$ cat src/hdl/dm_cache_consts.svh
`ifndef DM_CACHE_CONSTS_SVH
`define DM_CACHE_CONSTS_SVH

// ############################################################
// Bus widths
// ############################################################

`define DC_ADDR_BITS       32     // Byte address width seen by the core
`define DC_WORD_BITS       32     // One data word per cache line
`define DC_STRB_BITS       4      // Byte lanes in a word

// ############################################################
// Cache and memory geometry
// ############################################################

`define DC_INDEX_BITS      3      // Gives 8 direct-mapped lines
`define DC_MEM_DEPTH_BITS  8      // Main memory keeps 256 words
`define DC_MEM_LATENCY     3      // Wait cycles before memory answers

`endif

$ cat src/hdl/dm_cache_pkg.sv
`include "dm_cache_consts.svh"

package dm_cache_pkg;

    // Word address without the two byte offset bits
    typedef logic [`DC_ADDR_BITS-$clog2(`DC_STRB_BITS)-1:0] block_addr_t;
    typedef logic [`DC_WORD_BITS-1:0]                        word_t;
    typedef logic [`DC_STRB_BITS-1:0]                        strb_t;  // All zero marks a read
    typedef logic [`DC_INDEX_BITS-1:0]                       index_t;
    typedef logic [$bits(block_addr_t)-`DC_INDEX_BITS-1:0]   tag_t;

    typedef enum logic [2:0] {
        IDLE,
        LOOKUP,
        WRITE_THROUGH,
        REREAD_ISSUE,
        REFILL_WAIT
    } cache_state_t;

endpackage

$ cat src/hdl/cache_ctrl.sv
`timescale 1ns/1ps
`include "dm_cache_consts.svh"

module cache_ctrl (
    input  logic                      clk,
    input  logic                      resetn,

    // Requester side
    input  dm_cache_pkg::block_addr_t cblock_addr,
    input  dm_cache_pkg::word_t       cwdata,
    input  dm_cache_pkg::strb_t       cwstrb,
    input  logic                      cvalid,
    output dm_cache_pkg::word_t       crdata,
    output logic                      cready,

    // Main memory side
    output dm_cache_pkg::block_addr_t maddr,
    output dm_cache_pkg::word_t       mwdata,
    output dm_cache_pkg::strb_t       mwstrb,
    output logic                      mvalid,
    input  dm_cache_pkg::word_t       mrdata,
    input  logic                      mready
);

    localparam int LINES = 1 << `DC_INDEX_BITS;

    // ############################################################
    // Line storage
    // ############################################################

    logic [LINES-1:0]    valid_bits;                // One valid flag per line
    dm_cache_pkg::tag_t  tag_mem  [0:LINES-1];
    dm_cache_pkg::word_t data_mem [0:LINES-1];

    // Registered copy of the addressed line taken at acceptance
    logic                line_valid;
    dm_cache_pkg::tag_t  line_tag;
    dm_cache_pkg::word_t line_data;

    dm_cache_pkg::index_t       req_index;
    dm_cache_pkg::tag_t         req_tag;
    dm_cache_pkg::cache_state_t state;

    // The requester holds its address until cready, so it can be split directly
    assign req_index = cblock_addr[`DC_INDEX_BITS-1:0];
    assign req_tag   = cblock_addr[$bits(dm_cache_pkg::block_addr_t)-1:`DC_INDEX_BITS];

    assign crdata = line_data;                      // Hit, refill and full write all land here

    // ############################################################
    // Request state machine
    // ############################################################

    always_ff @(posedge clk) begin
        if (!resetn) begin
            state      <= dm_cache_pkg::IDLE;
            cready     <= 1'b0;
            mvalid     <= 1'b0;
            mwstrb     <= '0;
            line_valid <= 1'b0;
            // A zero is shifted in each reset cycle, so 8 cycles clear every line
            valid_bits <= {valid_bits[LINES-2:0], 1'b0};
        end else begin
            unique case (state)
                dm_cache_pkg::IDLE: begin
                    cready <= 1'b0;                 // Ends the completion pulse
                    if (cvalid && !cready) begin
                        maddr <= cblock_addr;
                        if (|cwstrb) begin
                            mwdata <= cwdata;
                            mwstrb <= cwstrb;
                            mvalid <= 1'b1;         // Writes always go to memory first
                            state  <= dm_cache_pkg::WRITE_THROUGH;
                        end else begin
                            mwstrb     <= '0;
                            line_valid <= valid_bits[req_index];
                            line_tag   <= tag_mem[req_index];
                            line_data  <= data_mem[req_index];
                            state      <= dm_cache_pkg::LOOKUP;
                        end
                    end
                end

                dm_cache_pkg::LOOKUP: begin
                    if (line_valid && line_tag == req_tag) begin
                        cready <= 1'b1;             // On a hit the line copy is already on crdata
                        state  <= dm_cache_pkg::IDLE;
                    end else begin
                        mvalid <= 1'b1;             // A miss fetches the word from memory
                        state  <= dm_cache_pkg::REFILL_WAIT;
                    end
                end

                dm_cache_pkg::WRITE_THROUGH: begin
                    if (mready) begin
                        mvalid <= 1'b0;
                        mwstrb <= '0;
                        if (&mwstrb) begin
                            // A full word can go straight into the line
                            valid_bits[req_index] <= 1'b1;
                            tag_mem[req_index]    <= req_tag;
                            data_mem[req_index]   <= mwdata;
                            line_data             <= mwdata;
                            cready                <= 1'b1;
                            state                 <= dm_cache_pkg::IDLE;
                        end else begin
                            state <= dm_cache_pkg::REREAD_ISSUE;
                        end
                    end
                end

                dm_cache_pkg::REREAD_ISSUE: begin
                    // mvalid was low for one cycle, so memory sees a fresh request
                    mvalid <= 1'b1;
                    state  <= dm_cache_pkg::REFILL_WAIT;
                end

                dm_cache_pkg::REFILL_WAIT: begin
                    if (mready) begin
                        mvalid                <= 1'b0;
                        valid_bits[req_index] <= 1'b1;
                        tag_mem[req_index]    <= req_tag;
                        data_mem[req_index]   <= mrdata;
                        line_data             <= mrdata;
                        cready                <= 1'b1;
                        state                 <= dm_cache_pkg::IDLE;
                    end
                end

                default: begin
                    state <= dm_cache_pkg::IDLE;
                end
            endcase
        end
    end

endmodule

$ cat config.mk
export PLATFORM = sky130hd
export DESIGN_NAME = cache_ctrl
export DESIGN_NICKNAME = d
export VERILOG_FILES = /design/src/hdl/dm_cache_pkg.sv /design/src/hdl/cache_ctrl.sv
export VERILOG_INCLUDE_DIRS = /design/src /design/src/hdl
export SDC_FILE = /design/constraint.sdc
export NUM_CORES = 1
export LEC_CHECK = 0
export BUFFER_PORTS_ARGS = -buffer_cell sky130_fd_sc_hd__buf_4
export CORE_ASPECT_RATIO = 0.75
export CORE_UTILIZATION = 55
export DETAILED_ROUTE_END_ITERATION = 10
export MAX_ROUTING_LAYER = met4
export PLACE_DENSITY_LB_ADDON = 0.3
export SETUP_SLACK_MARGIN = 0.05
export SYNTH_ARGS = -nofsm -noshare
export SYNTH_HDL_FRONTEND = slang
export SYNTH_SLANG_ARGS = --single-unit
$ cat constraint.sdc
create_clock -name clk -period 10.5 [get_ports clk]
set_input_delay 2.1 -clock clk [delete_from_list [all_inputs] [get_ports clk]]
set_output_delay 2.1 -clock clk [all_outputs]
set_load 0.05 [all_outputs]
==> run_results.csv, run 1 <==
group,metric,value,unit
min_path,min_path_type,"flop to flop",
global_routing,grt.overflow.total,0,
clock_tree,cts_tree,"done",
final_layout,mostFrequentLayoutCells,"edfxtp_1 (600), buf_4 (237), mux2_2 (80)",
critical_path,crit_chain,"buf_4 > buf_4 > nand2b_1 > nor2_2 > a221oi_1 > o21ai_0 > a2bb2oi_1",
power_and_ir_drop,p_int,4.09,mW
timing,setup_tns,0,ns
timing,fin_crit,4.76,ns
synth,synth_top_family_by_area,"compound AO/OA/AOI/OAI gates",
global_routing,antenna_found_initial,0,
floorplanning,core_area,42400,µm²
synth,ys_warn_count,0,
timing,finalHoldViolations,0,
critical_path,cp.required,10.93,ns
detailed_routing,via_count,13941,
detailed_routing,ant_nets,0,
critical_path,crit_path_end_kind,"flop",
run_status,status,"complete, no violations",
floorplanning,ioPinCount,202,
synth,ys_seq_elements,611,
clock_tree,post-cts-setup-buffers,0,
timing,tightest_slew,1.07,ns
min_path,min_path_cells,2,
synth,synth_compound_area_share,10.1,%
critical_path,critical_path.startpoint_type,"primary input",
detailed_routing,first_pass_iters,8,
critical_path,path_max_fanout,57,
clock_tree,cts_max_level,2,
synth,synthCells,1344,
power_and_ir_drop,pwr-share-comb,12.7,%
placed_design,dpl.hpwl,33100,µm
synth,syn_avg_cell_area,17.7,µm²
timing,fmax,210,MHz
timing,skew,0.00974,ns
timing,report.final.slew_viol_count,0,
synth,ys_seq_area_share,76.7,%
floorplanning,die_x,242,µm
synth,ys_async_sr_fraction,0,%
power_and_ir_drop,clkPwrFrac,35.9,%
timing,setup_viol,0,
floorplanning,start_util,56.1,%
power_and_ir_drop,leakagePower,9.12,nW
synth,ys_types,63,
critical_path,worstSetupPathType,"primary input to flop",
power_and_ir_drop,powerDensity,198,nW/µm²
detailed_routing,wl_per_cell,27.1,µm
placed_design,place_congestion,0.844,
clock_tree,cts-buffers-inserted,56,
floorplanning,die_area,44100,µm²
final_layout,syn2layout_area_growth,16.2,%
clock_tree,cts_root_buf,"clkbuf_16",
critical_path,critPathSlowestCell,"nor2_2",
global_routing,grt_pass1_wl,87100,µm
synth,synthXorXnorAreaFrac,0.995,%
global_routing,grt.total_usage,27.4,%
synth,synth_edf_count,600,
clock_tree,clkSinkCount,611,
final_layout,diodes,0,
floorplanning,rows,65,
final_layout,final_common_cell,"edfxtp_1",
critical_path,path_common_cell,"buf_4",
critical_path,reg2regPathDepth,5,
timing,fin_ws,5.74,ns
synth,synth-simple-area-share,3.08,%
final_layout,final_nets,1657,
critical_path,cpPeakStageDelay,0.89,ns
timing,post-route-period-util,45.3,%
synth,ys.flop_type,"edfxtp_1",
timing,timing.hold.ws,0.497,ns
placed_design,io_buffer_count,201,
clock_tree,insertion_delay,0.58,ns
synth,syn_nets,1446,
power_and_ir_drop,total_power,5.47,mW
final_layout,fillers,2873,
detailed_routing,drc,0,
global_routing,grt_start_max_net_pins,64,
power_and_ir_drop,p_sw,1.38,mW
power_and_ir_drop,vdd_drop_max,0.167,mV
critical_path,crit_arrival,5.19,ns
detailed_routing,dr.first_iter.drc_count,1950,
clock_tree,clockBufferDepth,3,
clock_tree,cts_hold_buf,0,
final_layout,final_util,65.2,%
floorplanning,die_h,182,µm
timing,slew_headroom,28.4,%
synth,synthMuxAreaShare,6.97,%
detailed_routing,viasPerCell,6.43,
synth,synth_area,23800,µm²
clock_tree,clkTransAtPathRegs,0.07,ns
power_and_ir_drop,seq_power_share,51.5,%
detailed_routing,routed_wirelength,58800,µm
global_routing,grt_pass1_vias,13921,
synth,synth_adder_area_share,0,%
final_layout,layout-drive-gt1-share,28.1,%
power_and_ir_drop,switching_share,25.3,%
placed_design,post-place-ws,5.29,ns
run,cap_violations,0,
timing,rsz0062_at_grt,"false",
clock_tree,cts.repair.resized,0,
[power by group through the flow]
stage	logic, mW	clock network (mW)	registers (mW)
after floorplan	0.310	0	2.99
after global routing	0.737	2.07	2.82
final	0.693	1.96	2.82
after global placement	0.672	0	2.87
after CTS	0.691	1.98	2.82
after detailed placement	0.688	0	2.87
[final timing paths]
kind                          startpoint                  endpoint  slack [ns]
hold reg to reg   mwstrb[0]$_SDFFE_PN0P_    mwstrb[0]$_SDFFE_PN0P_        0.50
setup reg to reg   state[1]$_SDFFE_PN0P_  data_mem[3][0]$_DFFE_PP_        6.81
hold / removal    mwstrb[0]$_SDFFE_PN0P_    mwstrb[0]$_SDFFE_PN0P_        0.50
setup / recovery          cblock_addr[0]       crdata[2]$_DFFE_PP_        5.74
[final cells by class]
| cell class | instances | area [µm²] | area share (%) |
|---|---|---|---|
| Clock buffer | 70 | 1480 | 5.34 |
| Tap cell | 569 | 712 | 2.58 |
| Inverter | 5 | 18.8 | 0.0680 |
| Sequential cell | 611 | 18200 | 66.0 |
| Multi-Input combinational cell | 644 | 5130 | 18.6 |
| Clock inverter | 32 | 264 | 0.956 |
| Timing Repair Buffer | 237 | 1780 | 6.44 |
[logic make-up after synthesis]
| logic type | after synthesis |
|---|---|
| DFF | 611 |
| muxes | 138 |
| and+or+nand+nor | 151 |
| xor gates and xnor gates | 27 |
| AOI/OAI and AO/OA | 328 |
| buffers and inverters | 89 |
[cell usage after synthesis, drive strengths merged (28+ instances only)]
master / number / area share (%)
mux2: 91 / 4.4
nor2: 60 / 0.99
edfxtp: 600 / 76
a22oi: 28 / 0.88
o22ai: 38 / 1.0
mux2i: 35 / 1.5
buf: 58 / 1.6
nand2: 32 / 0.51
o21ai: 45 / 0.95
a21oi: 70 / 1.5
a221oi: 78 / 3.1
[through the flow]
| step | cells | instance area, µm² |
|---|---|---|
| 2_1_floorplan | 1344 | 23800 |
| 6_report | 2168 | 27600 |
| 3_5_place_dp | 2066 | 25900 |
| 5_1_grt | 2168 | 27600 |
| 4_1_cts | 2168 | 27600 |
| 3_3_place_gp | 2066 | 25900 |
[registers in the layout, indices dropped and copies added, names as in the netlist, 3 cells and up]
register and flops:
data_mem 256, tag_mem 216, crdata 32, mwdata 32, maddr 30, line_tag 27, valid_bits 8, mwstrb 4
state 3
[per-layer routing]
metal  routed length (µm)  part of all wire [%]  GRT usage (%)
met1                24600                    42           39.6
met4                  872                   1.5           5.52
met3                 6120                    10           4.48
met2                27200                    46           41.6
met5                    0                     0              -
[worst max-delay path: cells and delay by family]
kind | cells | cell delay (ns)
buffers and inverters | 2 | 1.33
and+or+nand+nor | 2 | 1.22
AOI/OAI and AO/OA | 3 | 0.49
No activity file was read; power rests on OpenSTA's default activity.
==> run 2: changes to the inputs <==
==> constraint.sdc (replaced) <==
create_clock -name clk -period 4.8 [get_ports clk]
set_input_delay 0.96 -clock clk [delete_from_list [all_inputs] [get_ports clk]]
set_output_delay 0.96 -clock clk [all_outputs]
set_load 0.05 [all_outputs]
==> run 2 against run 1 <==
Effect of this change: via count up 1.6%; combinational power up 130%; setup slack worse by 4.3 ns; highest routed layer unchanged; die area unchanged; largest cell class unchanged; utilization up 0.21 points; sequential cell count unchanged; critical path type is now flop to flop; final area up 0.32%; register-to-register slack worse by 5.3 ns; critical endpoint is now data_mem[0][27]$_DFFE_PP_.
==> run_results.csv, run 2 (same netlist as run 1, synthesis figures left out) <==
group,metric,value,unit
min_path,min_path_type,"flop to flop",
final_layout,final_common_cell,"edfxtp_1",
clock_tree,clkSinkCount,611,
floorplanning,die_area,44100,µm²
global_routing,antenna_found_initial,0,
detailed_routing,via_count,14160,
detailed_routing,dr.first_iter.drc_count,2009,
timing,rsz0062_at_grt,"false",
critical_path,critical_path.startpoint_type,"flop",
detailed_routing,first_pass_iters,6,
floorplanning,start_util,56.1,%
timing,fmax,302,MHz
detailed_routing,ant_nets,0,
final_layout,syn2layout_area_growth,16.6,%
clock_tree,cts_max_level,2,
placed_design,dpl.hpwl,34600,µm
power_and_ir_drop,leakagePower,9.18,nW
critical_path,critPathSlowestCell,"nand4_1",
clock_tree,cts_tree,"done",
timing,post-route-period-util,68.9,%
placed_design,place_congestion,0.884,
global_routing,grt_pass1_wl,87800,µm
clock_tree,cts_hold_buf,0,
detailed_routing,wl_per_cell,27.6,µm
timing,report.final.slew_viol_count,0,
final_layout,largestRegisters,"data_mem x256, tag_mem x216",
power_and_ir_drop,vdd_drop_max,0.309,mV
placed_design,placed_cell_area,26000,µm²
global_routing,grt_pass1_vias,13681,
final_layout,layout-drive-gt1-share,28.7,%
critical_path,crit_arrival,3.53,ns
critical_path,cp.required,5.02,ns
final_layout,diodes,0,
final_layout,largest_register_ffs,256,
floorplanning,core_area,42400,µm²
timing,skew,0.0181,ns
placed_design,io_buffer_count,201,
final_layout,final_nets,1669,
clock_tree,clockBufferDepth,3,
global_routing,grt.total_usage,28.0,%
critical_path,crit_chain,"nand2b_2 > o21ai_0 > nand4_1 > nor4_4 > buf_4",
power_and_ir_drop,powerDensity,430,nW/µm²
run_status,status,"complete, no violations",
clock_tree,clkTransAtPathRegs,0.06,ns
clock_tree,cts-buffers-inserted,56,
critical_path,path_max_fanout,38,
clock_tree,insertion_delay,0.61,ns
floorplanning,rows,65,
global_routing,grt_start_max_net_pins,64,
final_layout,mostFrequentLayoutCells,"edfxtp_1 (600), buf_4 (247), mux2_2 (80)",
clock_tree,cts.repair.resized,0,
final_layout,largest-register,"data_mem",
detailed_routing,viasPerCell,6.50,
timing,finalHoldViolations,0,
timing,fin_crit,3.31,ns
clock_tree,post-cts-setup-buffers,0,
final_layout,design_area,27700,µm²
floorplanning,die_h,182,µm
critical_path,worstSetupPathType,"flop to flop",
final_layout,fillers,2879,
detailed_routing,routed_wirelength,60000,µm
floorplanning,die_x,242,µm
timing,setup_viol,0,
timing,slew_headroom,26.5,%
floorplanning,ioPinCount,202,
timing,tightest_slew,1.10,ns
critical_path,crit_path_end_kind,"flop",
global_routing,grt.overflow.total,0,
detailed_routing,drc,0,
critical_path,cpPeakStageDelay,0.62,ns
power_and_ir_drop,total_power,11.9,mW
clock_tree,cts_root_buf,"clkbuf_16",
run,cap_violations,0,
-- run 2: changes by cell type in the layout (fill, tap and decap cells not counted), moves of 2 or more --
cell,change
clkinvlp_4,-3
clkinv_2,+4
buf_4,+10
nor4_2,-2
nor4_4,+2
nor2b_4,-2
buf_12,+2
clkbuf_1,-2
nor2b_2,+2
-- run 2: where the power goes --
part	internal, mW	switching (mW)
Clock	2.30	1.90
Sequential	6.08	0.0914
Combinational	0.491	1.07
Total	8.87	3.05
-- run 2: metal layers --
metal,up-vias,GRT usage (%),part of all wire (%)
met4,0,7.77,2.4
li1,5974,-,-
met5,-,-,0
met3,104,5.99,12
met2,944,40.3,45
met1,7138,40.5,41
-- run 2: final cells by class --
class                      instances  area (µm²)  share of cell area [%]
sequential                       611       18200                    65.8
multi-input combinational        644        5150                    18.6
timing repair buffer             249        1890                    6.84
clock buffer                      67        1440                    5.21
tap                              569         712                    2.57
clock inverter                    33         248                   0.894
inverter                           5        18.8                  0.0677
-- run 2: critical path, delay by kind of cell (launching register included) --
kind / cells / cell delay, ns
AND/OR/NAND/NOR: 3 / 1.47
buffers and inverters: 1 / 0.62
AO/OA/AOI/OAI: 1 / 0.20
flip-flops: 1 / 0.61
-- run 2: final timing paths --
path	slack (ns)	to	depth (start not counted)	startpoint
worst max-delay path	1.49	data_mem[0][27]$_DFFE_PP_	5	state[2]$_SDFFE_PN0P_
worst max register to register	1.49	data_mem[0][27]$_DFFE_PP_	5	state[2]$_SDFFE_PN0P_
worst min register to register	0.49	mwstrb[1]$_SDFFE_PN0P_	2	mwstrb[1]$_SDFFE_PN0P_
worst min-delay path	0.49	mwstrb[1]$_SDFFE_PN0P_	2	mwstrb[1]$_SDFFE_PN0P_
-- run 2: metrics by stage --
| step | hold slack (ns) | worst slack, ns | util [%] | cells | TNS, ns |
|---|---|---|---|---|---|
| floorplan | 0.455 | -1.38 | - | 1344 | -527.34 |
| global placement | 0.469 | 1.60 | 61.4 | 2078 | 0 |
| detailed placement | 0.483 | 1.53 | 61.4 | 2078 | 0 |
| CTS | 0.494 | 1.54 | 65.4 | 2178 | 0 |
| global route | 0.515 | 1.38 | 65.4 | 2178 | 0 |
| finish | 0.494 | 1.49 | 65.4 | 2178 | 0 |
